## config.mk

```make
export PLATFORM = sky130hd
export DESIGN_NAME = rip_fetch
export DESIGN_NICKNAME = d
export VERILOG_FILES = /design/src/verilog/rip_pkg.sv /design/src/verilog/rip_fetch.sv
export SDC_FILE = /design/constraint.sdc
export NUM_CORES = 2
export LEC_CHECK = 0
export BUFFER_PORTS_ARGS = -buffer_cell sky130_fd_sc_hd__buf_2
export CAP_MARGIN = 20
export CELL_PAD_IN_SITES_DETAIL_PLACEMENT = 0
export CELL_PAD_IN_SITES_GLOBAL_PLACEMENT = 1
export CORE_MARGIN = 5
export CORE_UTILIZATION = 50
export CTS_CLUSTER_DIAMETER = 60
export DETAILED_ROUTE_END_ITERATION = 6
export MAX_ROUTING_LAYER = met4
export PLACE_DENSITY_LB_ADDON = 0.12
export SLEW_MARGIN = 20
export SYNTH_ARGS = -nofsm -noshare
export SYNTH_HDL_FRONTEND = slang
export SYNTH_SLANG_ARGS = --single-unit
```

## constraint.sdc

```tcl
create_clock -name clk -period 5.3 [get_ports clk]
set_clock_uncertainty 0.2 [all_clocks]
set_input_delay 0.265 -clock clk [delete_from_list [all_inputs] [get_ports clk]]
set_output_delay 0.265 -clock clk [all_outputs]
set_load 0.05 [all_outputs]
```

## src/verilog/rip_pkg.sv

```systemverilog
`default_nettype none

package rip_pkg;

    typedef logic [31:0] word_t;
    typedef logic [4:0] reg_num_t;

    typedef enum logic [3:0] {
        ALU_ADD,
        ALU_SUB,
        ALU_AND,
        ALU_OR,
        ALU_XOR,
        ALU_PASS,
        ALU_BEQ,
        ALU_BNE,
        ALU_JAL
    } alu_op_t;

    typedef enum logic [1:0] {
        IDLE,
        RUNNING,
        DRAINING
    } core_mode_t;

    typedef struct packed {
        logic     valid;
        word_t    pc;
        alu_op_t  op;
        reg_num_t rs1;
        reg_num_t rs2;
        word_t    rs1_val;
        word_t    rs2_val;
        reg_num_t rd;
        word_t    imm;
        logic     use_imm;
        logic     is_load;
        logic     is_store;
        logic     writes_rd;
        logic     is_ebreak;
    } de_ex_t;

    typedef struct packed {
        logic     valid;
        reg_num_t rd;
        // alu result, or address for loads and stores
        word_t    result;
        word_t    store_data;
        logic     is_load;
        logic     is_store;
        logic     writes_rd;
        logic     is_ebreak;
    } ex_ma_t;

    typedef struct packed {
        logic     valid;
        logic     writes_rd;
        reg_num_t rd;
        word_t    data;
        logic     is_ebreak;
    } wb_t;

    typedef struct packed {
        logic  taken;
        word_t target;
    } redirect_t;

    // rv32i major opcodes
    localparam logic [6:0] OPC_OP     = 7'b0110011;
    localparam logic [6:0] OPC_OP_IMM = 7'b0010011;
    localparam logic [6:0] OPC_LUI    = 7'b0110111;
    localparam logic [6:0] OPC_LOAD   = 7'b0000011;
    localparam logic [6:0] OPC_STORE  = 7'b0100011;
    localparam logic [6:0] OPC_BRANCH = 7'b1100011;
    localparam logic [6:0] OPC_JAL    = 7'b1101111;
    localparam logic [6:0] OPC_SYSTEM = 7'b1110011;

endpackage

`default_nettype wire
```

## src/verilog/rip_fetch.sv

```systemverilog
`default_nettype none
`timescale 1ns/10ps

module rip_fetch #(
    parameter int IMEM_WORDS = 64
) (
    input  logic                          clk,
    input  logic                          rst_n,
    input  logic                          run,
    input  logic                          imem_we,
    input  logic [$clog2(IMEM_WORDS)-1:0] imem_addr,
    input  rip_pkg::word_t                imem_data,
    input  logic                          stall,
    input  logic                          halt_fetch,
    input  rip_pkg::redirect_t            redirect,
    input  rip_pkg::wb_t                  wb,
    output logic                          busy,
    output logic                          if_valid,
    output rip_pkg::word_t                if_pc,
    output rip_pkg::word_t                if_inst
);
    import rip_pkg::*;

    localparam int IMEM_AW = $clog2(IMEM_WORDS);

    core_mode_t mode;
    word_t      pc;
    word_t      imem [IMEM_WORDS];
    logic       issue;

    assign busy  = (mode != IDLE);
    // a new instruction leaves fetch this cycle
    assign issue = (mode == RUNNING) && !halt_fetch && !stall && !redirect.taken;

    always_ff @(posedge clk) begin
        if (imem_we && mode == IDLE) begin
            imem[imem_addr] <= imem_data;
        end
    end

    always_ff @(posedge clk) begin
        if (!rst_n) begin
            mode     <= IDLE;
            pc       <= '0;
            if_valid <= 1'b0;
        end else begin
            case (mode)
                IDLE: begin
                    if (run) begin
                        mode <= RUNNING;
                        pc   <= '0;
                    end
                end
                RUNNING: begin
                    if (halt_fetch) begin
                        mode <= DRAINING;
                    end
                end
                DRAINING: begin
                    // ebreak has reached write-back
                    if (wb.valid && wb.is_ebreak) begin
                        mode <= IDLE;
                    end
                end
                default: mode <= IDLE;
            endcase

            if (redirect.taken) begin
                pc <= redirect.target;
            end else if (issue) begin
                pc <= pc + 32'd4;
            end

            // on a stall decode keeps the current instruction
            if (!stall) begin
                if_valid <= issue;
            end
        end
    end

    // synchronous instruction read
    always_ff @(posedge clk) begin
        if (issue) begin
            if_inst <= imem[pc[IMEM_AW+1:2]];
            if_pc   <= pc;
        end
    end

endmodule

`default_nettype wire

```

==> results.tsv <==
metric	value	unit
Max Cap Violations	0	
Post-Route WL	218	mm
Syn Area/Cell	22.5	µm²
DR WL/cell	33.8	µm
Nets	4217	
hold_sp	stall	
slew margin rel.	24.8	%
Final Cycle Share	74.3	%
most frequent cells in the layout	edfxtp_1, mux4_2, clkbuf_16	
GRT Resource Usage Total	26.1	%
Post-Syn Nets	3772	
Critical Path Sink Type	register	
Worst setup startpoint	pc[2]	
Die Y	415	µm
Starting Density	50.3	%
Core Region	163000	µm²
# port buffers	144	
synth unique cells	64	
Leak Pwr	29.0	nW
row count	148	
Worst-Skew Late Latency	850	ps
EDFF count, synth	2112	
share of layout cells above drive strength 1	28.6	%
clk slew on worst S/H paths	60	ps
commonest non-fill, non-tap cell in the layout	edfxtp_1	
via count of the first global-routing pass	41300	
cells after synthesis	3654	
Setup CP Type	register to register	
final-report hold violation count	0	
Post-Syn Area	82000	µm²
register area	64100	µm²
routed via count	40500	
R2R setup slack	1360	ps
area grow syn2layout	15.2	%
CTS H-tree lvls	4	
vias per inst	6.27	
GP Congestion	0.821	
Fmax	0.254	GHz
ANT nets after route	0	
num ports	183	
DIE WIDTH	415	µm
fin crit period	3940	ps
Synth async-reset ratio	0	%
first-pass GRT wire length	310	mm
number of DRC markers in iteration 0	4955	
Worst Reg-to-Reg Cells	5	
CP Launch Type	register	
total die area	172000	µm²
Max clock buf depth	3	
R2R Path Start	pc[2]	
Max VDD drop	0.378	mV
antenna violations before repair	6	
drt drc	0	
post-detail-place hpwl	127	mm
clock sinks	2147	
PnR Total Power	35.2	mW
worst hold path endpoint	if_valid	
worst hold stages	4	
Fin Setup TNS	0	ps
CTS tree	yes	
CTS Root Cell	clkbuf_16	
largest net degree at the start of global routing	107	
total grt overflow	0	
filler cell count	11700	
total CTS buffers	213	
# setup viols final	0	
WP data required	5640	ps
worst-path maximum fanout	45	
Synthesis Warnings	0	
FF-to-FF End	if_inst[26]	
register area share after synthesis	78.2	%
top_reg_cell synth	edfxtp_1	
arrival time worst endpoint	4280	ps
RSZ-0062 raised after global routing	false	
count of pins over their slew limit	0	
multi-input logic area	17300	µm²
Hold Crit Class	input pin to register	
Seq cells post-synth	2147	
Slew @ Worst Pin	1130	ps
drt first pass iters	5	
pwr dens	373	nW/µm²
outcome	finished clean	
==> final cells by class <==
class	count	area share (%)
Sequential cell	2147	67.9
Tap cell	2175	2.88
Inverter	12	0.0530
Multi-Input combinational cell	1297	18.3
Antenna cell	5	0.0132
Clock inverter	127	1.31
Timing Repair Buffer	428	3.66
Clock buffer	263	5.86
==> routing by layer <==
layer  vias to the layer above  GRT usage (%)  share of wire [%]
met5                         -              -                  0
li1                      16500              -                  -
met2                      1869           41.5                 49
met1                     21800           35.4                 40
met4                         0           7.46                3.1
met3                       326           4.55                7.6
==> metrics by stage <==
step / util [%] / worst slack (ps) / hold slack, ps / std cells / cell area (µm²)
global route: 58.0 / 1240 / 69.2 / 6452 / 94500
floorplan: - / 1320 / 164 / 3654 / 82000
global placement: 53.0 / 916 / 214 / 5941 / 86400
detailed placement: 53.0 / 1270 / 223 / 5943 / 86400
finish: 58.0 / 1360 / 79.5 / 6454 / 94500
CTS: 57.8 / 1190 / 4.80 / 6436 / 94200
==> kinds of logic after synthesis <==
| logic type | Yosys count | synth area share, % |
|---|---|---|
| flip-flops | 2147 | 78.2 |
| buffers and inverters | 210 | 1.36 |
| multiplexers | 666 | 15.9 |
| XOR/XNOR | 6 | 0.0641 |
| AND/OR/NAND/NOR | 303 | 1.73 |
| AO/OA/AOI/OAI | 321 | 2.79 |
| adder cells (fa/ha/maj) | 1 | 0.0153 |
==> cells in the mapped netlist, types with 32 or more instances <==
master	instances	area (µm²)
nand2_1	71	267
nand3_1	32	160
mux4_2	507	11400
dfxtp_1	35	701
mux2i_1	149	1490
a22oi_1	48	360
buf_2	60	300
edfxtp_1	2112	63400
clkbuf_1	61	229
o21ai_0	34	170
buf_4	33	248
o22ai_1	41	257
nor2_1	121	454
a21oi_1	44	220
==> report_power, final <==
group | switching (mW) | total, mW | internal, mW
sequential | 0.0636 | 18.8 | 18.7
combinational | 1.12 | 1.80 | 0.679
clock | 6.32 | 14.6 | 8.31
total | 7.50 | 35.2 | 27.7
==> sequential cells by signal, indices dropped and copies added (netlist names) <==
name and count:
if_valid 1, imem 2048, if_inst 32, if_pc 32
pc 32, mode 2
==> worst max-delay path by stage <==
stage	depth (start not counted)	slack [ps]	endpoint
after floorplan	6	1320	pc[27]
after global placement	6	920	if_inst[22]
after detailed placement	5	1270	if_inst[26]
after CTS	8	1190	pc[29]
after global routing	8	1240	pc[31]
final	5	1360	if_inst[26]
==> worst max-delay path: stages, from the launching register on <==
cell	delay, ps
dfxtp_4	870
buf_12	410
buf_4	470
mux4_2	560
a2111oi_0	950
nor4_1	140
==> what timing repair did <==
item	in CTS	in global routing
hold buffers	103	8
setup buffers	0	0
gates resized for setup	0	0
endpoints found under the hold margin	1197	512
Power figures use the tool's default switching activity.
