<file path="config.mk">
export PLATFORM = sky130hd
export DESIGN_NAME = rip_regfile
export DESIGN_NICKNAME = d
export VERILOG_FILES = /design/src/verilog/rip_pkg.sv /design/src/verilog/rip_regfile.sv
export SDC_FILE = /design/constraint.sdc
export NUM_CORES = 2
export LEC_CHECK = 0
export BUFFER_PORTS_ARGS = -buffer_cell sky130_fd_sc_hd__buf_2
export CORE_UTILIZATION = 40
export CTS_BUF_LIST = sky130_fd_sc_hd__clkbuf_16
export DETAILED_ROUTE_END_ITERATION = 10
export GPL_ROUTABILITY_DRIVEN = 0
export RECOVER_POWER = 25
export SYNTH_ARGS = -nofsm -noshare
export SYNTH_HDL_FRONTEND = slang
export SYNTH_SLANG_ARGS = --single-unit
</file>
<file path="constraint.sdc">
create_clock -name clk -period 7.6 [get_ports clk]
set_input_delay 0 -clock clk [delete_from_list [all_inputs] [get_ports clk]]
set_output_delay 0 -clock clk [all_outputs]
set_load 0.005 [all_outputs]
</file>
<file path="src/verilog/rip_pkg.sv">
`default_nettype none

package rip_pkg;

    typedef logic [31:0] word_t;
    typedef logic [4:0] reg_num_t;

    typedef enum logic [3:0] {
        ALU_ADD,
        ALU_SUB,
        ALU_AND,
        ALU_OR,
        ALU_XOR,
        ALU_PASS,
        ALU_BEQ,
        ALU_BNE,
        ALU_JAL
    } alu_op_t;

    typedef enum logic [1:0] {
        IDLE,
        RUNNING,
        DRAINING
    } core_mode_t;

    typedef struct packed {
        logic     valid;
        word_t    pc;
        alu_op_t  op;
        reg_num_t rs1;
        reg_num_t rs2;
        word_t    rs1_val;
        word_t    rs2_val;
        reg_num_t rd;
        word_t    imm;
        logic     use_imm;
        logic     is_load;
        logic     is_store;
        logic     writes_rd;
        logic     is_ebreak;
    } de_ex_t;

    typedef struct packed {
        logic     valid;
        reg_num_t rd;
        // alu result, or address for loads and stores
        word_t    result;
        word_t    store_data;
        logic     is_load;
        logic     is_store;
        logic     writes_rd;
        logic     is_ebreak;
    } ex_ma_t;

    typedef struct packed {
        logic     valid;
        logic     writes_rd;
        reg_num_t rd;
        word_t    data;
        logic     is_ebreak;
    } wb_t;

    typedef struct packed {
        logic  taken;
        word_t target;
    } redirect_t;

    // rv32i major opcodes
    localparam logic [6:0] OPC_OP     = 7'b0110011;
    localparam logic [6:0] OPC_OP_IMM = 7'b0010011;
    localparam logic [6:0] OPC_LUI    = 7'b0110111;
    localparam logic [6:0] OPC_LOAD   = 7'b0000011;
    localparam logic [6:0] OPC_STORE  = 7'b0100011;
    localparam logic [6:0] OPC_BRANCH = 7'b1100011;
    localparam logic [6:0] OPC_JAL    = 7'b1101111;
    localparam logic [6:0] OPC_SYSTEM = 7'b1110011;

endpackage

`default_nettype wire
</file>
<file path="src/verilog/rip_regfile.sv">
`default_nettype none
`timescale 1ns/10ps

module rip_regfile (
    input  logic              clk,
    input  logic              rst_n,
    input  rip_pkg::reg_num_t rs1_num,
    input  rip_pkg::reg_num_t rs2_num,
    input  rip_pkg::wb_t      wb,
    output rip_pkg::word_t    rs1_data,
    output rip_pkg::word_t    rs2_data
);
    import rip_pkg::*;

    word_t regs [32];
    logic  wen;

    assign wen = wb.valid && wb.writes_rd && (wb.rd != '0);

    // write-first, x0 reads as zero
    assign rs1_data = (rs1_num == '0) ? '0 : (wen && wb.rd == rs1_num) ? wb.data : regs[rs1_num];
    assign rs2_data = (rs2_num == '0) ? '0 : (wen && wb.rd == rs2_num) ? wb.data : regs[rs2_num];

    always_ff @(posedge clk) begin
        if (!rst_n) begin
            for (int i = 0; i < 32; i++) begin
                regs[i] <= '0;
            end
        end else if (wen) begin
            regs[wb.rd] <= wb.data;
        end
    end

endmodule

`default_nettype wire

</file>
==> reports/results.tsv <==
stage	metric	value	unit
run_status	status	finished with violations	
run_status	violations	capacitance limit, slew limit	
power_and_ir_drop	intPower	9.924	mW
synthesis	syn_area	0.05560	mm^2
sta	maxSlewHeadroom	-1.676	
synthesis	synth_cells	3868	
power_and_ir_drop	cellPowerDensity	218.6	mW/mm^2
cells_and_area	top_register	regs	
grt	grt_pass1_wl	288.7	mm
cells_and_area	largest_reg_flops	1024	
sta	rsz0062_at_grt	false	
detailed_routing	firstDrtPassIters	5	
synthesis	yosys.cell_count.top_type	edfxtp_1	
synthesis	synth_top_cell_by_area	edfxtp_1	
sta	whs	0.3424	ns
detailed_routing	wire_per_inst	36.51	um
synthesis	ys_top_cells_by_count	edfxtp_1 (1,024), and2_1 (995), mux4_2 (366), mux2i_1 (309), clkbuf_1 (286)	
flow_run	max-cap-violations	8	
cts	cts_tree	built	
grt	track_usage	0.2960	
critical_path	crit_family	buffers and inverters	
cts	cts_buffer_depth	3	
critical_path	path_max_fanout	33	
die	die_x	374.8	um
cells_and_area	syn2layout_area_growth	11.03	%
critical_path	critical_path_arrival	6.33	ns
die	start_util	0.4039	
critical_path	path_common_cell	clkbuf_1	
synthesis	ys.warnings.count	0	
sta	setup_viol	0	
critical_path	required	8.18	ns
critical_path	crit_slowest_cell	clkbuf_1	
die	die_height	374.8	um
cts	path_clk_slew	0.06	ns
cells_and_area	reg_top3	regs: 1024 flops	
cts	cts_max_level	3	
detailed_routing	vias	37632	
power_and_ir_drop	power	13.49	mW
power_and_ir_drop	p_sw_frac	0.2645	
detailed_routing	drt_iter0_drc	6183	
place	placed_area	0.05816	mm^2
worst_hold_path	hold_path_class	primary input to flip-flop	
grt	antenna_found_initial	38	
power_and_ir_drop	power_frac_clock	0.375	
sta	maxSlewViolCount	170	
synthesis	yosysSeqAreaShare	0.5530	
synthesis	yosysTopAreaCellShare	0.5530	
cts	hold_buffers	32	
detailed_routing	routed_wl	210.2	mm
die	core_region_area	0.1377	mm^2
critical_path	endpoint_kind	flip-flop	
synthesis	async_flop_share	0	
sta	max_freq	0.1740	GHz
critical_path	start_kind	primary input	
cells_and_area	final_layout_size_suffix_gt1_frac	0.2217	
place	hpwl	117.0	mm
cells_and_area	design_area	0.06173	mm^2
detailed_routing	viasPerCell	6.537	
place	place_ws	3.723	ns
sta	tns	0	ns
sta	period_minus_slack	5.747	ns
place	port_buffers	114	
critical_path	worstPathCellList	buf_2 -> clkbuf_1 -> and3_1 -> nand3b_1 -> buf_4 -> nor2_4 -> clkbuf_1 -> and2_1	
die	fp-row-count	136	
sta	worst_slack	1.853	ns
grt	grt_max_degree	94	
synthesis	synthFlopType	edfxtp_1	
sta	finalHoldViolCount	0	
synthesis	synth-edff-count	1024	
sta	worst_slew_pin_slew	4.014	ns
power_and_ir_drop	p_leak	21.43	nW
synthesis	ys_types	61	
critical_path	crit_path_max_incr_delay	2.80	ns
cts	cts-root-buf	clkbuf_16	
die	io_pins	116	
power_and_ir_drop	pwr-share-comb	0.131	
grt	grt_pass1_vias	36267	
power_and_ir_drop	max-vdd-ir-drop	207.9	uV
sta	period_share	0.7562	
cts	post_cts_buffers	0	
detailed_routing	drc_errors	0	
critical_path	worst-path-buf-inv	4	
cts	cts_resized	0	
synthesis	synth.avg_cell_area	14.37	um^2
grt	gr-total-overflow	0	
power_and_ir_drop	power.switching	3.570	mW
detailed_routing	ant_nets	0	
power_and_ir_drop	p_seq_frac	0.494	
cts	cts_buffers	110	
cts	cts_sinks	1024	
critical_path	critPathKind	primary input to flip-flop	
die	die_area	0.1405	mm^2
synthesis	synth-seq-cells	1024	
cells_and_area	nets	3909	
synthesis	yosys-top-cells-area	edfxtp_1 (55%), mux4_2 (15%), and2_1 (11%)	
==> cells by family after synthesis <==
kind of cell / count (synthesis) / share of synthesized area
flops: 1024 / 0.5530
mux: 745 / 0.2199
buf+inv: 425 / 0.03663
xor+xnor: 10 / 0.001575
compound gates: 425 / 0.05698
simple gates: 1238 / 0.1318
other cells: 1 / 0.00006744
==> stage by stage <==
step / cells / utilization
final: 5757 / 0.4484
after global routing: 5746 / 0.4482
after floorplan: 3899 / -
after global placement: 5507 / 0.4225
after CTS: 5745 / 0.4488
after detailed placement: 5507 / 0.4225
==> per-layer routing <==
metal | track usage | share of wire
met1 | 0.4145 | 0.39
met2 | 0.4344 | 0.43
met3 | 0.08759 | 0.14
met4 | 0.1080 | 0.038
met5 | 0 | 0.00029
==> worst min-delay path, cell delays in order <==
cell	delay (ns)
buf_2	0.22
or3b_2	0.38
o21ai_4	0.23
==> area by class of cell <==
class | count | area, um^2
repair buffers | 267 | 1876
inverters | 4 | 15.01
multi-input cells | 2450 | 23520
clock inverters | 91 | 421.7
fillers | 12143 | 75930
diodes | 12 | 30.03
well taps | 1794 | 2245
clock buffers | 115 | 2878
flip-flops and latches | 1024 | 30750
==> placed cells by master (no fill, tap or decap), types with 27 or more instances in the layout <==
| cell | synthesis | routed |
|---|---|---|
| dlygate4sd3_1 | 0 | 32 |
| o221ai_1 | 32 | 32 |
| nor2_1 | 78 | 53 |
| nand2_1 | 93 | 93 |
| mux4_2 | 366 | 366 |
| and2_0 | 0 | 129 |
| conb_1 | 1 | 32 |
| a21oi_1 | 49 | 49 |
| o21ai_4 | 0 | 31 |
| clkbuf_16 | 0 | 115 |
| buf_4 | 37 | 116 |
| clkinv_1 | 0 | 38 |
| inv_1 | 4 | 34 |
| mux2_2 | 63 | 63 |
| a32o_1 | 32 | 32 |
| mux2i_1 | 309 | 309 |
| o22ai_1 | 50 | 50 |
| a221oi_1 | 34 | 34 |
| a211oi_1 | 47 | 47 |
| o21ai_0 | 58 | 27 |
| and2_1 | 995 | 865 |
| buf_2 | 55 | 106 |
| a22oi_1 | 47 | 47 |
| edfxtp_1 | 1024 | 1024 |
==> worst paths after layout <==
check	from	depth (start not counted)	endpoint	slack, ns
max	rst_n	8	regs[13][21]	1.85
min	wb[37]	3	regs[7][29]	0.34
==> power groups by stage <==
stage	logic (mW)	clock network (mW)	registers, mW
CTS	1.72	5.09	6.66
global placement	1.69	0	6.75
detailed placement	1.70	0	6.77
finish	1.77	5.07	6.66
floorplan	1.03	0	6.73
global route	1.81	5.29	6.69
(Power assumes the default switching activity.)
