`config.mk`:
```
export PLATFORM = sky130hd
export DESIGN_NAME = rip_memory
export DESIGN_NICKNAME = d
export VERILOG_FILES = /design/src/verilog/rip_pkg.sv /design/src/verilog/rip_memory.sv
export SDC_FILE = /design/constraint.sdc
export NUM_CORES = 2
export LEC_CHECK = 0
export BUFFER_PORTS_ARGS = -buffer_cell sky130_fd_sc_hd__buf_2
export CORE_UTILIZATION = 56
export DETAILED_ROUTE_END_ITERATION = 8
export PLACE_DENSITY = 0.8
export SYNTH_ARGS = -nofsm -noshare
export SYNTH_HDL_FRONTEND = slang
export SYNTH_SLANG_ARGS = --single-unit
```
`constraint.sdc`:
```
create_clock -name clk -period 3.52 [get_ports clk]
set_input_delay 0.704 -clock clk [delete_from_list [all_inputs] [get_ports clk]]
set_output_delay 0.704 -clock clk [all_outputs]
set_load 0.03 [all_outputs]
```
`src/verilog/rip_pkg.sv`:
```
`default_nettype none

package rip_pkg;

    typedef logic [31:0] word_t;
    typedef logic [4:0] reg_num_t;

    typedef enum logic [3:0] {
        ALU_ADD,
        ALU_SUB,
        ALU_AND,
        ALU_OR,
        ALU_XOR,
        ALU_PASS,
        ALU_BEQ,
        ALU_BNE,
        ALU_JAL
    } alu_op_t;

    typedef enum logic [1:0] {
        IDLE,
        RUNNING,
        DRAINING
    } core_mode_t;

    typedef struct packed {
        logic     valid;
        word_t    pc;
        alu_op_t  op;
        reg_num_t rs1;
        reg_num_t rs2;
        word_t    rs1_val;
        word_t    rs2_val;
        reg_num_t rd;
        word_t    imm;
        logic     use_imm;
        logic     is_load;
        logic     is_store;
        logic     writes_rd;
        logic     is_ebreak;
    } de_ex_t;

    typedef struct packed {
        logic     valid;
        reg_num_t rd;
        // alu result, or address for loads and stores
        word_t    result;
        word_t    store_data;
        logic     is_load;
        logic     is_store;
        logic     writes_rd;
        logic     is_ebreak;
    } ex_ma_t;

    typedef struct packed {
        logic     valid;
        logic     writes_rd;
        reg_num_t rd;
        word_t    data;
        logic     is_ebreak;
    } wb_t;

    typedef struct packed {
        logic  taken;
        word_t target;
    } redirect_t;

    // rv32i major opcodes
    localparam logic [6:0] OPC_OP     = 7'b0110011;
    localparam logic [6:0] OPC_OP_IMM = 7'b0010011;
    localparam logic [6:0] OPC_LUI    = 7'b0110111;
    localparam logic [6:0] OPC_LOAD   = 7'b0000011;
    localparam logic [6:0] OPC_STORE  = 7'b0100011;
    localparam logic [6:0] OPC_BRANCH = 7'b1100011;
    localparam logic [6:0] OPC_JAL    = 7'b1101111;
    localparam logic [6:0] OPC_SYSTEM = 7'b1110011;

endpackage

`default_nettype wire
```
`src/verilog/rip_memory.sv`:
```
`default_nettype none
`timescale 1ns/10ps

module rip_memory #(
    parameter int DMEM_WORDS = 64
) (
    input  logic            clk,
    input  logic            rst_n,
    input  rip_pkg::ex_ma_t ex_ma,
    output rip_pkg::wb_t    wb
);
    import rip_pkg::*;

    localparam int DMEM_AW = $clog2(DMEM_WORDS);

    word_t                dmem [DMEM_WORDS];
    logic [DMEM_AW-1:0]   dm_idx;
    logic                 wb_valid;
    logic                 wb_writes_rd;
    logic                 wb_is_load;
    logic                 wb_is_ebreak;
    reg_num_t             wb_rd;
    word_t                wb_result;
    word_t                load_data;

    // word addressed, low two bits ignored
    assign dm_idx = ex_ma.result[DMEM_AW+1:2];

    always_ff @(posedge clk) begin
        if (ex_ma.valid && ex_ma.is_store) begin
            dmem[dm_idx] <= ex_ma.store_data;
        end
        if (ex_ma.valid && ex_ma.is_load) begin
            load_data <= dmem[dm_idx];
        end
        wb_rd        <= ex_ma.rd;
        wb_result    <= ex_ma.result;
        wb_writes_rd <= ex_ma.writes_rd;
        wb_is_load   <= ex_ma.is_load;
        wb_is_ebreak <= ex_ma.is_ebreak;
    end

    always_ff @(posedge clk) begin
        if (!rst_n) begin
            wb_valid <= 1'b0;
        end else begin
            wb_valid <= ex_ma.valid;
        end
    end

    assign wb.valid     = wb_valid;
    assign wb.writes_rd = wb_writes_rd;
    assign wb.rd        = wb_rd;
    assign wb.data      = wb_is_load ? load_data : wb_result;
    assign wb.is_ebreak = wb_is_ebreak;

endmodule

`default_nettype wire

```
==> metrics.txt <==
# TYPE chip_impl_metric gauge
chip_impl_metric{name="ctsResizeCount",unit=""} 0
chip_impl_info{name="most_frequently_used_flop_master_after_synthesis",value="sky130_fd_sc_hd__edfxtp_1"} 1
chip_impl_metric{name="detail_route.wirelength",unit="mm"} 235.4
chip_impl_info{name="yosys.area.top_type",value="sky130_fd_sc_hd__edfxtp_1"} 1
chip_impl_metric{name="drv_cap",unit=""} 0
chip_impl_metric{name="placementRows",unit=""} 140
chip_impl_metric{name="finalWeightedCongestion",unit=""} 0.9081
chip_impl_metric{name="cts.clk_slew.worst_paths",unit="ps"} 60
chip_impl_metric{name="layout-area-overhead-vs-synth",unit="%"} 15.50
chip_impl_metric{name="grt_antenna_before_repair",unit=""} 14
chip_impl_info{name="timing.critical_path.cells",value="mux2_2 -> buf_2"} 1
chip_impl_metric{name="number_of_enable_flip_flop_cells_after_synthesis",unit=""} 2080
chip_impl_metric{name="static-leakage-power",unit="uW"} 0.03030
chip_impl_info{name="timing.hold.worst.class",value="in -> reg"} 1
chip_impl_metric{name="detailedRoute.firstIterationViolations",unit=""} 8007
chip_impl_metric{name="tightestPinTransition",unit="ps"} 1455
chip_impl_info{name="worst-setup-path-type",value="reg -> out"} 1
chip_impl_metric{name="global_route_wire_length_before_repair",unit="mm"} 335.9
chip_impl_metric{name="vias_per_cell",unit=""} 7.034
chip_impl_info{name="run_status",value="finished clean"} 1
chip_impl_metric{name="post-cts-setup-buffers",unit=""} 0
chip_impl_metric{name="maxClockFrequency",unit="MHz"} 311.2
chip_impl_metric{name="clk_skew",unit="ps"} 37.19
chip_impl_metric{name="worst-endpoint-required",unit="ps"} 2820
chip_impl_metric{name="power_density",unit="mW/mm^2"} 545.2
chip_impl_info{name="cts_root_buf",value="sky130_fd_sc_hd__clkbuf_16"} 1
chip_impl_metric{name="slew-limit-headroom",unit="%"} 2.986
chip_impl_metric{name="finalCoreUtilization",unit="%"} 65.16
chip_impl_metric{name="drc",unit=""} 0
chip_impl_metric{name="die_area",unit="sq mm"} 0.1482
chip_impl_metric{name="grt_overflow_total",unit=""} 0
chip_impl_metric{name="vdd_ir_drop_max",unit="mV"} 0.5437
chip_impl_info{name="worst_setup_path_end_kind",value="output pin"} 1
chip_impl_metric{name="layout.filler_cells",unit=""} 8992
chip_impl_metric{name="synth_area_per_cell",unit="sq um"} 18.02
chip_impl_metric{name="grt_pass1_vias",unit=""} 48800
chip_impl_metric{name="timing.final.crit_share",unit="%"} 91.30
chip_impl_metric{name="clock_period_minus_worst_slack",unit="ps"} 3214
chip_impl_metric{name="ctsLongestPathBuffers",unit=""} 3
chip_impl_metric{name="dpl.hpwl",unit="mm"} 140.5
chip_impl_info{name="worst_path_max_delay_cell",value="sky130_fd_sc_hd__dfxtp_2"} 1
chip_impl_metric{name="clock-sinks",unit=""} 2121
chip_impl_info{name="route.top_layer_used",value="met5"} 1
chip_impl_metric{name="drtPass1Iterations",unit=""} 6
chip_impl_metric{name="final_count_of_hold_timing_violations",unit=""} 0
chip_impl_metric{name="port-buffer-count",unit=""} 115
chip_impl_metric{name="wl_per_cell",unit="um"} 33.46
chip_impl_metric{name="floorplan_die_width",unit="um"} 385.0
chip_impl_metric{name="cts_inserted_buffers",unit=""} 197
chip_impl_metric{name="num-nets-final",unit=""} 5023
chip_impl_metric{name="ys_seq_elements",unit=""} 2121
chip_impl_metric{name="routed-via-count",unit=""} 49490
chip_impl_metric{name="met3WireLength",unit="mm"} 34.91
chip_impl_metric{name="hold_slack",unit="ps"} 93.30
chip_impl_metric{name="syn_area",unit="sq mm"} 0.08213
chip_impl_metric{name="h-tree-depth",unit=""} 4
chip_impl_metric{name="core-area",unit="sq mm"} 0.1456
chip_impl_metric{name="dieHeight",unit="um"} 385.0
chip_impl_metric{name="detail-route-antenna-nets",unit=""} 0
chip_impl_metric{name="grt_max_degree",unit=""} 65
chip_impl_info{name="rsz0062_at_grt",value="false"} 1
chip_impl_metric{name="slew_viol_final",unit=""} 0
chip_impl_metric{name="insertion_delay",unit="ps"} 850
chip_impl_metric{name="cp.arrival",unit="ps"} 2510
chip_impl_metric{name="ys_seq_area_share",unit="%"} 77.05
chip_impl_metric{name="route.met2.wl",unit="mm"} 108.7
chip_impl_metric{name="synth_nets",unit=""} 4633
chip_impl_metric{name="crit_path_max_incr_delay",unit="ps"} 980
chip_impl_info{name="most_used_cells_in_the_layout_excluding_fill_and_tap_cells",value="sky130_fd_sc_hd__edfxtp_1 (2080), sky130_fd_sc_hd__buf_4 (294), sky130_fd_sc_hd__a22oi_1 (268), sky130_fd_sc_hd__clkbuf_16 (198), sky130_fd_sc_hd__a221oi_1 (181)"} 1
chip_impl_metric{name="initial_core_util",unit="%"} 56.42
chip_impl_metric{name="critPathMaxFanout",unit=""} 32
chip_impl_metric{name="drive_gt1_share",unit="%"} 23.30
chip_impl_info{name="synth.top_cells.by_area",value="sky130_fd_sc_hd__edfxtp_1 (76%), sky130_fd_sc_hd__mux4_2 (2.6%), sky130_fd_sc_hd__a22oi_1 (2.4%), sky130_fd_sc_hd__mux2_2 (2.4%), sky130_fd_sc_hd__a221oi_1 (1.9%)"} 1
chip_impl_metric{name="synth_async_sr_flop_share",unit="%"} 0
chip_impl_metric{name="synth_cell_types",unit=""} 70
chip_impl_info{name="layout_commonest_cell",value="sky130_fd_sc_hd__edfxtp_1"} 1
chip_impl_info{name="crit_path_start_kind",value="register"} 1
chip_impl_metric{name="post_route_met1_wirelength",unit="mm"} 77.52
chip_impl_metric{name="setup_viol",unit=""} 0
chip_impl_metric{name="pin_count",unit=""} 116
chip_impl_info{name="tritoncts",value="yes"} 1
chip_impl_metric{name="synth.top_cell.area_share",unit="%"} 76.05
chip_impl_metric{name="synthesis.instances",unit=""} 4557
chip_impl_metric{name="yosys_warnings",unit=""} 0
chip_impl_metric{name="grt.total_usage",unit="%"} 31.69
-- kinds of logic after synthesis --
family                 Yosys count  synth area share [%]
AO/OA/AOI/OAI                 1082                 9.906
buffers and inverters          367                 2.307
flip-flops                    2121                 77.05
multiplexers                   397                 6.524
AND/OR/NAND/NOR                590                 4.211
-- stage by stage --
step           std cells  setup WS (ps)  power [uW]  TNS, ps  cell area [sq um]
3_3_place_gp        6631         -42.85       31330   -42.85              88290
5_1_grt             7032          264.1       52790        0              94850
3_5_place_dp        6631         -63.10       31420   -111.7              88290
4_1_cts             7032          338.1       51690        0              94850
2_1_floorplan       4557         -266.1       29920  -292440              82150
6_report            7035          306.3       51720        0              94860
-- cell usage after synthesis, types with 35 or more instances --
cell and n:
sky130_fd_sc_hd__a2111oi_0 39, sky130_fd_sc_hd__a21oi_1 120, sky130_fd_sc_hd__a221oi_1 181, sky130_fd_sc_hd__a22oi_1 268
sky130_fd_sc_hd__and3_1 42, sky130_fd_sc_hd__buf_2 116, sky130_fd_sc_hd__clkbuf_1 163, sky130_fd_sc_hd__dfxtp_1 41
sky130_fd_sc_hd__edfxtp_1 2080, sky130_fd_sc_hd__mux2_2 176, sky130_fd_sc_hd__mux2i_1 128, sky130_fd_sc_hd__mux4_2 93
sky130_fd_sc_hd__nand2_1 96, sky130_fd_sc_hd__nand3_1 37, sky130_fd_sc_hd__nor2_1 103, sky130_fd_sc_hd__nor3_1 35
sky130_fd_sc_hd__nor3b_1 55, sky130_fd_sc_hd__o21ai_0 62, sky130_fd_sc_hd__o221ai_1 49, sky130_fd_sc_hd__o22ai_1 57
-- routing by layer --
layer	global-route usage, %	vias to the layer above
met5	0	-
met4	16.97	8
met3	9.183	835
met2	48.77	4395
met1	40.95	24500
li1	-	19750
-- path summary, 6_finish.rpt --
path | end | depth (start not counted) | start | slack (ps)
min | wb_valid | 2 | rst_n | 90
min reg2reg | load_data[22] | 4 | dmem[50][22] | 760
max | wb[28] | 2 | wb_is_load | 310
max reg2reg | load_data[11] | 6 | dmem[14][11] | 1020
-- cell type report --
class	count	area [sq um]	share of cell area (%)
Inverter	3	21.27	0.02242
Multi-Input combinational cell	2069	17530	18.48
Sequential cell	2121	63280	66.71
Timing Repair Buffer	555	5395	5.688
Clock buffer	235	5094	5.370
Antenna cell	3	7.507	0.007914
Clock inverter	132	1125	1.186
Tap cell	1917	2399	2.529
-- worst max-delay path, delay by kind of cell (launching register included) --
| family | cells | cell delay, ps |
|---|---|---|
| buffers and inverters | 1 | 190 |
| flip-flops | 1 | 980 |
| multiplexers | 1 | 430 |
-- flip-flops by register name (all words and copies together) (netlist names) --
name,flops
wb_writes_rd,1
wb_rd,5
wb_valid,1
dmem,2048
wb_is_load,1
load_data,32
wb_is_ebreak,1
wb_result,32
-- what timing repair did --
action,CTS,global route
hold buffers,34,0
setup endpoints to repair,0,0
hold endpoints to repair,34,0
-- power breakdown --
part,switching [uW],internal (uW)
registers,95.1,27900
clock network,9260,11400
logic,2070,1020
Note: power is estimated with default switching activity, not from simulation.
