## src/verilog/rip_pkg.sv

```systemverilog
`default_nettype none

package rip_pkg;

    typedef logic [31:0] word_t;
    typedef logic [4:0] reg_num_t;

    typedef enum logic [3:0] {
        ALU_ADD,
        ALU_SUB,
        ALU_AND,
        ALU_OR,
        ALU_XOR,
        ALU_PASS,
        ALU_BEQ,
        ALU_BNE,
        ALU_JAL
    } alu_op_t;

    typedef enum logic [1:0] {
        IDLE,
        RUNNING,
        DRAINING
    } core_mode_t;

    typedef struct packed {
        logic     valid;
        word_t    pc;
        alu_op_t  op;
        reg_num_t rs1;
        reg_num_t rs2;
        word_t    rs1_val;
        word_t    rs2_val;
        reg_num_t rd;
        word_t    imm;
        logic     use_imm;
        logic     is_load;
        logic     is_store;
        logic     writes_rd;
        logic     is_ebreak;
    } de_ex_t;

    typedef struct packed {
        logic     valid;
        reg_num_t rd;
        // alu result, or address for loads and stores
        word_t    result;
        word_t    store_data;
        logic     is_load;
        logic     is_store;
        logic     writes_rd;
        logic     is_ebreak;
    } ex_ma_t;

    typedef struct packed {
        logic     valid;
        logic     writes_rd;
        reg_num_t rd;
        word_t    data;
        logic     is_ebreak;
    } wb_t;

    typedef struct packed {
        logic  taken;
        word_t target;
    } redirect_t;

    // rv32i major opcodes
    localparam logic [6:0] OPC_OP     = 7'b0110011;
    localparam logic [6:0] OPC_OP_IMM = 7'b0010011;
    localparam logic [6:0] OPC_LUI    = 7'b0110111;
    localparam logic [6:0] OPC_LOAD   = 7'b0000011;
    localparam logic [6:0] OPC_STORE  = 7'b0100011;
    localparam logic [6:0] OPC_BRANCH = 7'b1100011;
    localparam logic [6:0] OPC_JAL    = 7'b1101111;
    localparam logic [6:0] OPC_SYSTEM = 7'b1110011;

endpackage

`default_nettype wire
```

## src/verilog/rip_decode.sv

```systemverilog
`default_nettype none
`timescale 1ns/10ps

module rip_decode (
    input  logic              clk,
    input  logic              rst_n,
    input  logic              if_valid,
    input  rip_pkg::word_t    if_pc,
    input  rip_pkg::word_t    if_inst,
    input  logic              flush,
    input  rip_pkg::word_t    rs1_data,
    input  rip_pkg::word_t    rs2_data,
    input  rip_pkg::wb_t      wb,
    output rip_pkg::reg_num_t rs1_num,
    output rip_pkg::reg_num_t rs2_num,
    output logic              stall,
    output logic              halt_fetch,
    output rip_pkg::de_ex_t   de_ex
);
    import rip_pkg::*;

    logic       [6:0] opcode;
    logic       [2:0] funct3;
    logic             uses_rs1;
    logic             uses_rs2;
    logic             writes;
    logic             in_valid;
    logic             ebreak_seen;
    logic             ebreak_now;
    de_ex_t           de_next;

    assign opcode  = if_inst[6:0];
    assign funct3  = if_inst[14:12];
    assign rs1_num = if_inst[19:15];
    assign rs2_num = if_inst[24:20];

    // nothing behind a decoded ebreak may enter execute
    assign in_valid = if_valid && !ebreak_seen;

    always_comb begin
        de_next         = '0;
        de_next.pc      = if_pc;
        de_next.op      = ALU_ADD;
        de_next.rs1     = rs1_num;
        de_next.rs2     = rs2_num;
        de_next.rs1_val = rs1_data;
        de_next.rs2_val = rs2_data;
        de_next.rd      = if_inst[11:7];
        uses_rs1        = 1'b0;
        uses_rs2        = 1'b0;
        writes          = 1'b0;
        case (opcode)
            OPC_OP: begin
                uses_rs1 = 1'b1;
                uses_rs2 = 1'b1;
                writes   = 1'b1;
                case (funct3)
                    3'b111:  de_next.op = ALU_AND;
                    3'b110:  de_next.op = ALU_OR;
                    3'b100:  de_next.op = ALU_XOR;
                    default: de_next.op = if_inst[30] ? ALU_SUB : ALU_ADD;
                endcase
            end
            OPC_OP_IMM: begin
                uses_rs1        = 1'b1;
                writes          = 1'b1;
                de_next.use_imm = 1'b1;
                de_next.imm     = {{20{if_inst[31]}}, if_inst[31:20]};
            end
            OPC_LUI: begin
                writes          = 1'b1;
                de_next.op      = ALU_PASS;
                de_next.use_imm = 1'b1;
                de_next.imm     = {if_inst[31:12], 12'h000};
            end
            OPC_LOAD: begin
                uses_rs1        = 1'b1;
                writes          = 1'b1;
                de_next.use_imm = 1'b1;
                de_next.is_load = 1'b1;
                de_next.imm     = {{20{if_inst[31]}}, if_inst[31:20]};
            end
            OPC_STORE: begin
                uses_rs1         = 1'b1;
                uses_rs2         = 1'b1;
                de_next.use_imm  = 1'b1;
                de_next.is_store = 1'b1;
                de_next.imm      = {{20{if_inst[31]}}, if_inst[31:25], if_inst[11:7]};
            end
            OPC_BRANCH: begin
                uses_rs1    = 1'b1;
                uses_rs2    = 1'b1;
                de_next.op  = funct3[0] ? ALU_BNE : ALU_BEQ;
                de_next.imm = {{19{if_inst[31]}}, if_inst[31], if_inst[7],
                               if_inst[30:25], if_inst[11:8], 1'b0};
            end
            OPC_JAL: begin
                writes      = 1'b1;
                de_next.op  = ALU_JAL;
                de_next.imm = {{11{if_inst[31]}}, if_inst[31], if_inst[19:12],
                               if_inst[20], if_inst[30:21], 1'b0};
            end
            OPC_SYSTEM: de_next.is_ebreak = 1'b1;
            default: ;
        endcase
        // x0 is never a destination
        de_next.writes_rd = writes && (de_next.rd != '0);

        // load-use: the load is one stage ahead in execute
        stall = in_valid && de_ex.valid && de_ex.is_load && de_ex.writes_rd &&
                ((uses_rs1 && rs1_num == de_ex.rd) || (uses_rs2 && rs2_num == de_ex.rd));
        de_next.valid = in_valid && !flush && !stall;
    end

    assign ebreak_now = in_valid && !flush && de_next.is_ebreak;
    assign halt_fetch = ebreak_now || ebreak_seen;

    always_ff @(posedge clk) begin
        if (!rst_n) begin
            de_ex.valid <= 1'b0;
            ebreak_seen <= 1'b0;
        end else begin
            de_ex <= de_next;
            if (wb.valid && wb.is_ebreak) begin
                ebreak_seen <= 1'b0;
            end else if (ebreak_now) begin
                ebreak_seen <= 1'b1;
            end
        end
    end

endmodule

`default_nettype wire

```

## config.mk

```make
export PLATFORM = sky130hd
export DESIGN_NAME = rip_decode
export DESIGN_NICKNAME = d
export VERILOG_FILES = /design/src/verilog/rip_pkg.sv /design/src/verilog/rip_decode.sv
export SDC_FILE = /design/constraint.sdc
export NUM_CORES = 1
export LEC_CHECK = 0
export ABC_AREA = 1
export BUFFER_PORTS_ARGS = -buffer_cell sky130_fd_sc_hd__buf_2
export CAP_MARGIN = 20
export CORE_AREA = 4 4 128 130
export DETAILED_ROUTE_END_ITERATION = 10
export DIE_AREA = 0 0 132 134
export PLACE_DENSITY = 0.69
export SLEW_MARGIN = 20
export SYNTH_ARGS = -nofsm -noshare
export SYNTH_HDL_FRONTEND = slang
export SYNTH_SLANG_ARGS = --single-unit
```

## constraint.sdc

```tcl
create_clock -name clk -period 1.56 [get_ports clk]
set_input_delay 0.312 -clock clk [delete_from_list [all_inputs] [get_ports clk]]
set_output_delay 0.312 -clock clk [all_outputs]
set_load 0.005 [all_outputs]
```

==> impl_metrics.env <==
export IMPL_min_path_cells=2
export IMPL_worstPathRequired_ps=1250
export IMPL_hp_class="input port to flop"
export IMPL_path_class="flop to output pin"
export IMPL_layout_nets=834
export IMPL_worst_r2r_setup_slack_ps=420
export IMPL_drive_above_1_share_pct=58.52
export IMPL_gp_congestion=0.8046
export IMPL_p_switching_uw=2271
export IMPL_dp_hpwl_um=12320
export IMPL_slew_viol_final=0
export IMPL_p_int_uw=7700
export IMPL_multi_input_area_sq_um=678.2
export IMPL_synth_top_area_cell="edfxtp_1"
export IMPL_arrival_ps=1590
export IMPL_drc=0
export IMPL_hold_end="ebreak_seen$_SDFFE_PP0P_"
export IMPL_seq_area_frac_synth_pct=84.62
export IMPL_cts_buffers=17
export IMPL_dr_pass1_iters=4
export IMPL_status="finished with violations"
export IMPL_final_common_cell="buf_2"
export IMPL_cts_sinks=154
export IMPL_netlist_area_sq_um=5441
export IMPL_slew_headroom_pct=68.46
export IMPL_yosysWarnings=0
export IMPL_peakVddDrop_mv=0.7104
export IMPL_die_h_um=134
export IMPL_die_w_um=132
export IMPL_period_share_pct=121.7
export IMPL_static_leakage_power_uw=0.003666
export IMPL_port_buffers=298
export IMPL_grt_antenna_before_repair=4
export IMPL_cts_hold_buf=0
export IMPL_seq_area_sq_um=4604
export IMPL_synth_top_cells_by_area="edfxtp_1 (84%), nand2_1 (3.8%), inv_1 (1.6%), buf_4 (1.4%), nor2_1 (1.2%)"
export IMPL_route_detailed_vias_per_inst=4.471
export IMPL_violations="setup timing"
export IMPL_whs_ps=56.01
export IMPL_avgRoutedWirePerCell_um=18.18
export IMPL_start_util_pct=35.93
export IMPL_worst_slew_pin_slew_ps=471.4
export IMPL_grt_max_degree=44
export IMPL_finalSetupViolations=1
export IMPL_clk_pin_slew_ps=70
export IMPL_swShare_pct=22.77
export IMPL_rsz0062_at_grt="yes"
export IMPL_syn_to_final_growth_pct=48.24
export IMPL_ctsLongestPathBuffers=2
export IMPL_synth_nets=490
export IMPL_powerDensity_nw_per_um2=1236
export IMPL_final_cell_mix="buf_2 (297), edfxtp_1 (152), nand2_1 (52), buf_4 (34), inv_1 (21)"
export IMPL_finClkSkew_ps=10.38
export IMPL_cts_root_buf="clkbuf_16"
export IMPL_syn_instance_count=318
export IMPL_end_kind="output pin"
export IMPL_routed_via_count=3867
export IMPL_num_rows=45
export IMPL_seqPwrFrac_pct=49.8
export IMPL_nFillCells=1287
export IMPL_core_sq_um=15150
export IMPL_power_frac_comb_pct=8.2
export IMPL_r2r_end="de_ex[152]$_SDFF_PN0_"
export IMPL_clkPwrFrac_pct=42.0
export IMPL_ant_nets=0
export IMPL_synth_area_per_cell_sq_um=17.11
export IMPL_die_area_sq_um=17690
export IMPL_cp_max_fo=3
export IMPL_max_freq_ghz=0.5266
export IMPL_drtIter0Drc=230
export IMPL_hold_viol_final=0
export IMPL_cap_viol_max_count=0
export IMPL_worst_slack_ps=-339.2
export IMPL_hp_start="wb[0]"
export IMPL_cts_tree="built"
export IMPL_wirelength_um=15720
export IMPL_grt_pass1_vias=4048
export IMPL_clock_latency_ps=420
export IMPL_final_setup_tns_ps=-339.2
export IMPL_htreeDepth=4
export IMPL_rr_worst_depth=6
export IMPL_synth_distinct_cells=27
export IMPL_cp_start_kind="flop"
export IMPL_grt_usage_pct=17.54
export IMPL_synth_top_area_share_pct=83.88
export IMPL_grt_pass1_wl_um=23250
export IMPL_grt_ovfl_total=0
export IMPL_min_period_ps=1899
export IMPL_r2r_start="de_ex[41]$_DFFE_PP_"
export IMPL_ys_ff_latch=154
export IMPL_ios=337
-- worst max-delay path by stage --
stage                                    from                  end  cells after the start
final                     de_ex[41]$_DFFE_PP_                stall                      6
after global routing      de_ex[38]$_DFFE_PP_                stall                      6
after CTS                 de_ex[41]$_DFFE_PP_                stall                      6
after detailed placement           if_inst[6]  de_ex[13]$_DFFE_PP_                      8
after global placement             if_inst[6]  de_ex[11]$_DFFE_PP_                      8
after floorplan                    if_inst[1]                stall                      8
-- through the flow --
stage	instance area [sq um]	total power, uW	std cells	util, %	setup WS [ps]
after detailed placement	7403	5868	828	48.88	-133.3
after CTS	8035	10080	862	53.05	-370.4
final	8066	9971	865	53.26	-339.2
after global placement	7403	5844	828	48.88	-71.33
after global routing	8066	10350	865	53.26	-478.3
after floorplan	5441	5196	318	-	167.9
-- flip-flops by register name, indices dropped and copies added (netlist names) --
signal and cells:
ebreak_seen 1, de_ex 153
-- final cells by class --
type	count	share of cell area [%]
well taps	188	2.916
inverters	25	1.163
flip-flops and latches	154	57.08
repair buffers	337	22.86
clock buffers	17	5.274
multi-input cells	127	8.407
diodes	2	0.06204
clock inverters	15	2.234
-- repair_timing --
action / CTS / global route
endpoints found under the hold margin: 0 / 0
pin swaps: 1 / 1
setup endpoints to repair: 2 / 2
gates cloned: 0 / 0
gates resized for setup: 4 / 7
buffers inserted: 2 / 1
-- cell usage after synthesis, drive strengths merged --
| library cell | count |
|---|---|
| o211ai | 1 |
| buf | 12 |
| nor4 | 1 |
| inv | 25 |
| nand2 | 60 |
| o21ai | 13 |
| edfxtp | 152 |
| xnor2 | 3 |
| a21oi | 7 |
| a21boi | 1 |
| nor2 | 20 |
| dfxtp | 2 |
| o31ai | 1 |
| nand4 | 1 |
| nand3 | 11 |
| nor3 | 2 |
| xor2 | 6 |
-- per-layer routing --
layer  GRT usage [%]  up-vias  wire (um)
met4           6.359        4        291
li1                -     1822          -
met1           18.40     1833       5698
met3           7.239       22       1364
met5               0        -         21
met2           31.64      186       8346
-- cells by family (layout without fill, tap and decap cells) --
| group | count (synthesis) | after routing | share of synthesized area [%] |
|---|---|---|---|
| buffers and inverters | 37 | 394 | 3.403 |
| AOI/OAI and AO/OA | 23 | 23 | 2.736 |
| xor gates and xnor gates | 9 | 9 | 1.449 |
| other | 0 | 2 | 0 |
| DFF | 154 | 154 | 84.62 |
| and+or+nand+nor | 95 | 95 | 7.795 |
-- power groups by stage --
stage	registers [uW]	logic, uW	clock network [uW]
after global placement	5040	800	0
after detailed placement	5060	812	0
after global routing	4990	895	4460
after CTS	4970	824	4290
final	4970	818	4190
after floorplan	5090	104	0
-- critical path: stages, from the launching register on --
cell and delay, ps:
edfxtp_1 460, xnor2_1 170, nand2_1 60, nor2_1 80
nand3_1 110, a21boi_1 160, buf_2 130
Power figures use the tool's default switching activity.
