===== src/verilog/rip_pkg.sv =====
`default_nettype none

package rip_pkg;

    typedef logic [31:0] word_t;
    typedef logic [4:0] reg_num_t;

    typedef enum logic [3:0] {
        ALU_ADD,
        ALU_SUB,
        ALU_AND,
        ALU_OR,
        ALU_XOR,
        ALU_PASS,
        ALU_BEQ,
        ALU_BNE,
        ALU_JAL
    } alu_op_t;

    typedef enum logic [1:0] {
        IDLE,
        RUNNING,
        DRAINING
    } core_mode_t;

    typedef struct packed {
        logic     valid;
        word_t    pc;
        alu_op_t  op;
        reg_num_t rs1;
        reg_num_t rs2;
        word_t    rs1_val;
        word_t    rs2_val;
        reg_num_t rd;
        word_t    imm;
        logic     use_imm;
        logic     is_load;
        logic     is_store;
        logic     writes_rd;
        logic     is_ebreak;
    } de_ex_t;

    typedef struct packed {
        logic     valid;
        reg_num_t rd;
        // alu result, or address for loads and stores
        word_t    result;
        word_t    store_data;
        logic     is_load;
        logic     is_store;
        logic     writes_rd;
        logic     is_ebreak;
    } ex_ma_t;

    typedef struct packed {
        logic     valid;
        logic     writes_rd;
        reg_num_t rd;
        word_t    data;
        logic     is_ebreak;
    } wb_t;

    typedef struct packed {
        logic  taken;
        word_t target;
    } redirect_t;

    // rv32i major opcodes
    localparam logic [6:0] OPC_OP     = 7'b0110011;
    localparam logic [6:0] OPC_OP_IMM = 7'b0010011;
    localparam logic [6:0] OPC_LUI    = 7'b0110111;
    localparam logic [6:0] OPC_LOAD   = 7'b0000011;
    localparam logic [6:0] OPC_STORE  = 7'b0100011;
    localparam logic [6:0] OPC_BRANCH = 7'b1100011;
    localparam logic [6:0] OPC_JAL    = 7'b1101111;
    localparam logic [6:0] OPC_SYSTEM = 7'b1110011;

endpackage

`default_nettype wire

===== src/verilog/rip_execute.sv =====
`default_nettype none
`timescale 1ns/10ps

module rip_execute (
    input  logic               clk,
    input  logic               rst_n,
    input  rip_pkg::de_ex_t    de_ex,
    input  rip_pkg::wb_t       wb,
    output rip_pkg::ex_ma_t    ex_ma,
    output rip_pkg::redirect_t redirect,
    output logic               flush
);
    import rip_pkg::*;

    word_t  op_a;
    word_t  rs2_fwd;
    word_t  op_b;
    word_t  alu_out;
    logic   taken;
    ex_ma_t ex_next;

    // newest producer wins: memory stage first, then write-back
    function automatic word_t fwd(input reg_num_t num, input word_t reg_val,
                                  input ex_ma_t ma, input wb_t w);
        word_t val;
        val = reg_val;
        if (ma.valid && ma.writes_rd && !ma.is_load && ma.rd == num) begin
            val = ma.result;
        end else if (w.valid && w.writes_rd && w.rd == num) begin
            val = w.data;
        end
        return val;
    endfunction

    always_comb begin
        op_a    = fwd(de_ex.rs1, de_ex.rs1_val, ex_ma, wb);
        rs2_fwd = fwd(de_ex.rs2, de_ex.rs2_val, ex_ma, wb);
        op_b    = de_ex.use_imm ? de_ex.imm : rs2_fwd;

        alu_out = '0;
        taken   = 1'b0;
        case (de_ex.op)
            ALU_ADD:  alu_out = op_a + op_b;
            ALU_SUB:  alu_out = op_a - op_b;
            ALU_AND:  alu_out = op_a & op_b;
            ALU_OR:   alu_out = op_a | op_b;
            ALU_XOR:  alu_out = op_a ^ op_b;
            ALU_PASS: alu_out = op_b;
            ALU_BEQ:  taken = (op_a == rs2_fwd);
            ALU_BNE:  taken = (op_a != rs2_fwd);
            ALU_JAL: begin
                // link address
                alu_out = de_ex.pc + 32'd4;
                taken   = 1'b1;
            end
            default: alu_out = '0;
        endcase
    end

    assign redirect.taken  = de_ex.valid && taken;
    assign redirect.target = de_ex.pc + de_ex.imm;
    // kills the two younger instructions in fetch and decode
    assign flush = redirect.taken;

    always_comb begin
        ex_next            = '0;
        ex_next.valid      = de_ex.valid;
        ex_next.rd         = de_ex.rd;
        ex_next.result     = alu_out;
        ex_next.store_data = rs2_fwd;
        ex_next.is_load    = de_ex.is_load;
        ex_next.is_store   = de_ex.is_store;
        ex_next.writes_rd  = de_ex.writes_rd;
        ex_next.is_ebreak  = de_ex.is_ebreak;
    end

    always_ff @(posedge clk) begin
        if (!rst_n) begin
            ex_ma.valid <= 1'b0;
        end else begin
            ex_ma <= ex_next;
        end
    end

endmodule

`default_nettype wire


===== config.mk =====
export PLATFORM = sky130hd
export DESIGN_NAME = rip_execute
export DESIGN_NICKNAME = d
export VERILOG_FILES = /design/src/verilog/rip_pkg.sv /design/src/verilog/rip_execute.sv
export SDC_FILE = /design/constraint.sdc
export NUM_CORES = 1
export LEC_CHECK = 0
export ABC_AREA = 1
export BUFFER_PORTS_ARGS = -buffer_cell sky130_fd_sc_hd__buf_2
export CAP_MARGIN = 20
export CORE_MARGIN = 2
export CORE_UTILIZATION = 55
export DETAILED_ROUTE_END_ITERATION = 8
export GPL_TIMING_DRIVEN = 0
export PLACE_DENSITY_LB_ADDON = 0.12
export SLEW_MARGIN = 20
export SYNTH_ARGS = -nofsm -noshare
export SYNTH_HDL_FRONTEND = slang
export SYNTH_SLANG_ARGS = --single-unit

===== constraint.sdc =====
create_clock -name clk -period 11.31 [get_ports clk]
set_input_delay 1.131 -clock clk [delete_from_list [all_inputs] [get_ports clk]]
set_output_delay 1.131 -clock clk [all_outputs]
set_load 0.01 [all_outputs]

==> impl_metrics.py, run 1 <==
metrics = {
    "final_layout": {
        "area_growth_pct": 17.65,
        "reg_top3": "ex_ma (74)",
        "fillers": 2118,
        "layout_common_cells": "nand2_1, buf_2, inv_1, nand3_1, nor2_1",
        "regMostFlops": "ex_ma",
        "largest_reg_flops": 74,
        "regArea_mm2": 0.002212,
        "finalNetCount": 2677,
        "final_common_cell": "nand2_1",
        "multi_input_area_mm2": 0.009114,
        "layout-drive-gt1-share": 0.1985,
    },
    "worst_setup_path": {
        "cp_max_fo": 9,
        "crit_required_ns": 11.35,
        "cp-end-kind": "register",
        "start_kind": "input pin",
        "crit_family": "simple AND/OR/NAND/NOR gates",
        "crit_chain": "buf_2 -> nor2_1 -> inv_1 -> nor2_1 -> inv_1 -> nor2_1 -> clkinv_1 -> o21ai_0 -> inv_1 -> fa_1 -> o21ai_0 -> nand2_1 -> nand2_1 -> nand2_1 -> a31oi_1 -> nand3_1 -> nand3_1 -> nand2_1 -> o211ai_1 -> nand2_1 -> nand2_1 -> nand2_1 -> nand3_1 -> nand4_1",
        "cp_num_buf_inv": 5,
        "slowest_delay_ns": 0.90,
        "cp_slowest_cell": "nor2_1",
        "critPathMostFrequentCell": "nand2_1",
        "crit_type": "input pin to register",
        "arrival_ns": 7.16,
    },
    "clock_tree": {
        "h-tree-depth": 3,
        "numCtsBuffers": 9,
        "cts.sinks": 74,
        "clk_latency_ns": 0.34,
        "clk_path_buf_depth": 2,
        "cts_setup_buffers": 0,
        "path_clk_slew_ns": 0.06,
        "cts-root-buf": "clkbuf_16",
        "cts_tree": "built",
        "postCtsHoldBufs": 0,
        "cts_resized": 0,
    },
    "timing": {
        "rsz0062_at_grt": "false",
        "final_max_slew_viol_count": 0,
        "fin_crit_sh": 0.6292,
        "max-slew-margin-rel": 0.2013,
        "fin_crit_ns": 7.117,
        "max_freq_ghz": 0.1405,
        "setup_slack_ns": 4.193,
        "worstMarginPinSlew_ns": 1.194,
        "holdWs_ns": 0.7211,
        "tns_ns": 0,
        "hold_viol_final": 0,
        "finalClockSkew_ns": 0.01040,
        "setup_viol": 0,
    },
    "logic_synthesis": {
        "syn_avg_cell_area_um2": 6.217,
        "ys.flop_type": "edfxtp_1",
        "synth_cell_types": 57,
        "ys_seq_elements": 74,
        "synth-edff-count": 73,
        "ys_seq_area_frac": 0.1744,
        "netlist_area_mm2": 0.01268,
        "synth_fp_nets": 2364,
        "yosysWarnings": 0,
        "synthCells": 2040,
        "async_reset_ff_frac": 0,
    },
    "drt": {
        "wl_per_cell_um": 21.10,
        "vias_per_cell": 6.039,
        "firstDrtPassIters": 8,
        "via_count": 15970,
        "drt-total-wl_mm": 55.78,
        "drt-initial-drc-count": 2016,
        "antenna_left": 0,
        "drc_errors": 0,
    },
    "power": {
        "p_per_area_mw_per_mm2": 88.95,
        "leakagePower_nw": 7.887,
        "irDropWorstVdd_v": 0.00006855,
    },
    "die": {
        "core_mm2": 0.02264,
        "start_util": 0.5602,
        "dieArea_mm2": 0.02429,
        "io-pin-count": 303,
        "die_w_um": 155.9,
        "rows": 55,
        "die_h_um": 155.9,
    },
    "global_routing": {
        "grt_usage": 0.4443,
        "grt_pass1_wl_mm": 81.90,
        "antenna_found_initial": 1,
        "overflow": 0,
        "grt_pass1_vias": 14690,
        "grt_start_max_net_pins": 61,
    },
    "place": {
        "dp_hpwl_mm": 47.05,
        "gp_congestion": 1.056,
        "io_buffers": 301,
        "dp_slack_ns": 4.291,
    },
    "worst_hold_path": {
        "min_path_type": "register to register",
    },
    "status": {
        "outcome": "completed",
    },
    "run": {
        "drv_cap": 0,
    },
}
final timing paths:
path | startpoint | to | slack, ns | depth (start not counted)
min | ex_ma[44] | ex_ma[12] | 0.72 | 2
max reg2reg | ex_ma[3] | ex_ma[64] | 5.29 | 26
max | de_ex[118] | ex_ma[64] | 4.19 | 24
min reg2reg | ex_ma[44] | ex_ma[12] | 0.72 | 2
layer usage:
metal	GRT usage	routed length [um]	share of wire	up-vias
li1	-	-	-	7415
met1	0.5713	21630	0.39	7139
met2	0.7086	24020	0.43	1194
met3	0.09389	7014	0.13	217
met4	0.2193	3109	0.056	2
met5	0	12	0.00022	-
cells by family (layout without fill, tap and decap cells):
group,after synthesis,count (layout),synth area share
xor gates and xnor gates,70,70,0.04834
and+or+nand+nor,1117,1117,0.3916
other,0,1,0
adders and majority gates,129,129,0.1284
buffers and inverters,340,658,0.1070
AOI/OAI and AO/OA,310,310,0.1501
DFF,74,74,0.1744
area by class of cell:
| class | count | area share |
|---|---|---|
| Buffer | 55 | 0.01920 |
| Clock buffer | 10 | 0.01534 |
| Antenna cell | 1 | 0.0001677 |
| Sequential cell | 74 | 0.1482 |
| Multi-Input combinational cell | 1626 | 0.6108 |
| Clock inverter | 6 | 0.007630 |
| Tap cell | 285 | 0.02390 |
| Timing Repair Buffer | 302 | 0.1030 |
| Inverter | 285 | 0.07178 |
power breakdown:
part | total, mW | internal [mW] | switching, mW | leakage (nW)
clock network | 0.340 | 0.217 | 0.123 | 0.159
logic | 0.645 | 0.217 | 0.427 | 6.98
registers | 0.343 | 0.328 | 0.0147 | 0.743
total | 1.33 | 0.762 | 0.565 | 7.89
metrics by stage:
step | area (um2) | util | total power, mW | cells
3_5_place_dp | 14580 | 0.6438 | 0.9651 | 2627
2_1_floorplan | 12680 | - | 0.7360 | 2040
3_3_place_gp | 14550 | 0.6425 | 0.9513 | 2626
5_1_grt | 14920 | 0.6590 | 1.389 | 2643
6_report | 14920 | 0.6591 | 1.327 | 2644
4_1_cts | 14920 | 0.6590 | 1.299 | 2643
cells in the mapped netlist, types with 23 or more instances:
cell / count / area (um2)
a21oi_1: 93 / 465.5
a221oi_1: 26 / 227.7
clkbuf_1: 28 / 105.1
edfxtp_1: 73 / 2192
ha_1: 127 / 1589
inv_1: 262 / 983.4
nand2_1: 571 / 2143
nand2_2: 33 / 206.5
nand3_1: 182 / 910.9
nand4_1: 40 / 250.2
nor2_1: 179 / 671.9
nor2_2: 23 / 143.9
o2111ai_1: 27 / 236.5
o21ai_0: 86 / 430.4
or2_2: 23 / 143.9
xor2_1: 55 / 481.7
tightest hold or removal path, stage by stage (launching register included):
cell,delay [ns]
edfxtp_1,0.38
o21ai_0,0.13
inv_1,0.10
Power figures use the tool's default switching activity.
==> run 2, diff against run 1 <==
ABC_AREA = 0   (was 1)
clock period = 7 ns   (was 11.31 ns; I/O delays follow)
==> run 2 against run 1 <==
Net effect: sequential power up 66%; via count down 22%; sequential share of layout area up 1.7 points; register-to-register slack worse by 4.5 ns; global-route usage down 3.9 points; synthesized cell count down 33%; first-iteration DRC count down 36%; utilization up 0.72 points; wire length down 18%; clock skew up 0.00082 ns; synthesized area down 12%.
==> impl_metrics.py, run 2 <==
metrics = {
    "timing": {
        "fin_crit_ns": 6.176,
        "setup_viol": 0,
        "fin_crit_sh": 0.8823,
        "finalClockSkew_ns": 0.01122,
        "final_max_slew_viol_count": 0,
        "worstMarginPinSlew_ns": 1.065,
        "hold_viol_final": 0,
        "rsz0062_at_grt": "false",
        "max-slew-margin-rel": 0.2897,
        "tns_ns": 0,
        "holdWs_ns": 0.5361,
        "max_freq_ghz": 0.1619,
    },
    "global_routing": {
        "grt_pass1_vias": 11350,
        "grt_pass1_wl_mm": 66.86,
        "grt_usage": 0.4057,
        "overflow": 0,
        "grt_start_max_net_pins": 39,
        "antenna_found_initial": 3,
    },
    "worst_setup_path": {
        "crit_required_ns": 7.04,
        "arrival_ns": 6.21,
        "cp_max_fo": 10,
        "cp-end-kind": "register",
        "crit_type": "register to register",
        "start_kind": "register",
    },
    "die": {
        "start_util": 0.5579,
        "die_w_um": 146.8,
        "die_h_um": 146.8,
        "rows": 52,
        "io-pin-count": 303,
        "core_mm2": 0.02010,
        "dieArea_mm2": 0.02155,
    },
    "logic_synthesis": {
        "synthTopCellsByArea": "edfxtp_1, ha_1, xnor2_1, a21oi_1, mux2i_1",
        "synth_top_area_cell": "edfxtp_1",
        "yosysMostFrequentCell": "ha_1",
        "yosysWarnings": 0,
        "netlist.area_leader.share": 0.1954,
        "ys.flop_type": "edfxtp_1",
        "synth-edff-count": 73,
        "synthCells": 1360,
        "ys_seq_elements": 74,
        "ys_seq_area_frac": 0.1972,
        "syn_avg_cell_area_um2": 8.248,
        "netlist_area_mm2": 0.01122,
        "async_reset_ff_frac": 0,
        "synth_fp_nets": 1684,
        "synth.top_cells.by_count": "ha_1, xnor2_1, a21oi_1",
        "synth_cell_types": 95,
    },
    "clock_tree": {
        "cts_tree": "built",
        "postCtsHoldBufs": 0,
        "path_clk_slew_ns": 0.06,
        "clk_latency_ns": 0.34,
        "cts_setup_buffers": 0,
        "cts.sinks": 74,
        "cts-root-buf": "clkbuf_16",
        "h-tree-depth": 3,
        "numCtsBuffers": 9,
        "clk_path_buf_depth": 2,
        "cts_resized": 0,
    },
    "final_layout": {
        "regMostFlops": "ex_ma",
        "multi_input_area_mm2": 0.008362,
        "layout-drive-gt1-share": 0.2360,
        "reg_top3": "ex_ma (74)",
        "final_common_cell": "buf_2",
        "largest_reg_flops": 74,
        "finalNetCount": 1997,
        "fillers": 1755,
        "regArea_mm2": 0.002212,
        "area_growth_pct": 19.42,
        "layout_common_cells": "buf_2, ha_1, xnor2_1, a21oi_1, nor2_1",
    },
    "run": {
        "drv_cap": 0,
    },
    "place": {
        "dp_hpwl_mm": 37.90,
        "io_buffers": 299,
        "gp_congestion": 1.001,
    },
    "drt": {
        "drc_errors": 0,
        "drt-total-wl_mm": 45.69,
        "drt-initial-drc-count": 1297,
        "via_count": 12450,
        "vias_per_cell": 6.389,
        "wl_per_cell_um": 23.44,
        "antenna_left": 0,
        "firstDrtPassIters": 8,
    },
    "power": {
        "irDropWorstVdd_v": 0.00009649,
        "p_per_area_mw_per_mm2": 149.5,
        "leakagePower_nw": 6.121,
    },
    "status": {
        "outcome": "completed",
    },
    "worst_hold_path": {
        "min_path_type": "input pin to register",
    },
}
## run 2: cell count changes in the layout (fill, tap and decap cells not counted), sizes merged, moves of 27 or more
cell / before / now
nand3: 189 / 45
or2: 34 / 7
xnor2: 15 / 109
mux2i: 0 / 58
nand2: 605 / 81
inv: 281 / 91
nor2: 205 / 106
## run 2: final timing paths
kind | start | end | depth (start not counted) | slack, ns
setup / recovery | ex_ma[3] | ex_ma[62] | 21 | 0.82
hold / removal | de_ex[0] | ex_ma[0] | 1 | 0.54
setup reg to reg | ex_ma[3] | ex_ma[62] | 21 | 0.82
hold reg to reg | ex_ma[42] | ex_ma[10] | 2 | 0.75
## run 2: cell families after synthesis
kind of cell,count (synthesis),synth area share
muxes,66,0.06559
AOI/OAI and AO/OA,408,0.2421
DFF,74,0.1972
xor gates and xnor gates,157,0.1233
adders and majority gates,129,0.1452
and+or+nand+nor,371,0.1683
buffers and inverters,155,0.05834
## run 2: layout make-up
cell class,count,area share
multi-input cells,1131,0.6242
flip-flops and latches,74,0.1651
repair buffers,302,0.1145
inverters,91,0.02550
well taps,270,0.02522
plain buffers,64,0.02335
clock buffers,9,0.01681
clock inverters,7,0.005044
diodes,1,0.0001868
## run 2: where the power goes
part           internal [mW]  total [mW]  switching [mW]
registers              0.536       0.569          0.0327
logic                  0.384       0.975           0.591
clock network          0.274       0.458           0.183
## run 2: metrics by stage
step	worst slack, ns	util	total power, mW	instance area, um2	std cells
after floorplan	1.800	-	1.171	11220	1360
after global placement	0.08281	0.6492	1.505	13050	1929
after detailed placement	0.6754	0.6516	1.520	13100	1932
after CTS	0.9417	0.6662	1.970	13390	1948
after global routing	0.4056	0.6663	2.091	13400	1949
final	0.8240	0.6663	2.002	13400	1949
## run 2: critical path, stage by stage, from the launching register on
cell and delay, ns:
edfxtp_1 0.41, and3b_1 0.35, nand4_2 0.21, or2_4 0.31
buf_6 0.16, a31oi_1 0.55, mux2i_4 0.22, nand4_1 0.32
nor2_4 0.12, a31oi_1 0.25, xnor2_1 0.10, ha_1 0.27
clkbuf_1 0.30, nand4_1 0.25, nor2_1 0.28, a21boi_1 0.26
o41ai_1 0.14, a21o_1 0.21, a31oi_1 0.58, a221oi_2 0.20
xor2_1 0.18, o221ai_1 0.18
## run 2: metal layers
metal,global-route usage,wire (um),vias to the layer above
li1,-,-,5635
met1,0.5564,18190,5698
met2,0.6385,19540,960
met3,0.07112,5882,156
met4,0.1583,2054,4
met5,0,25,-
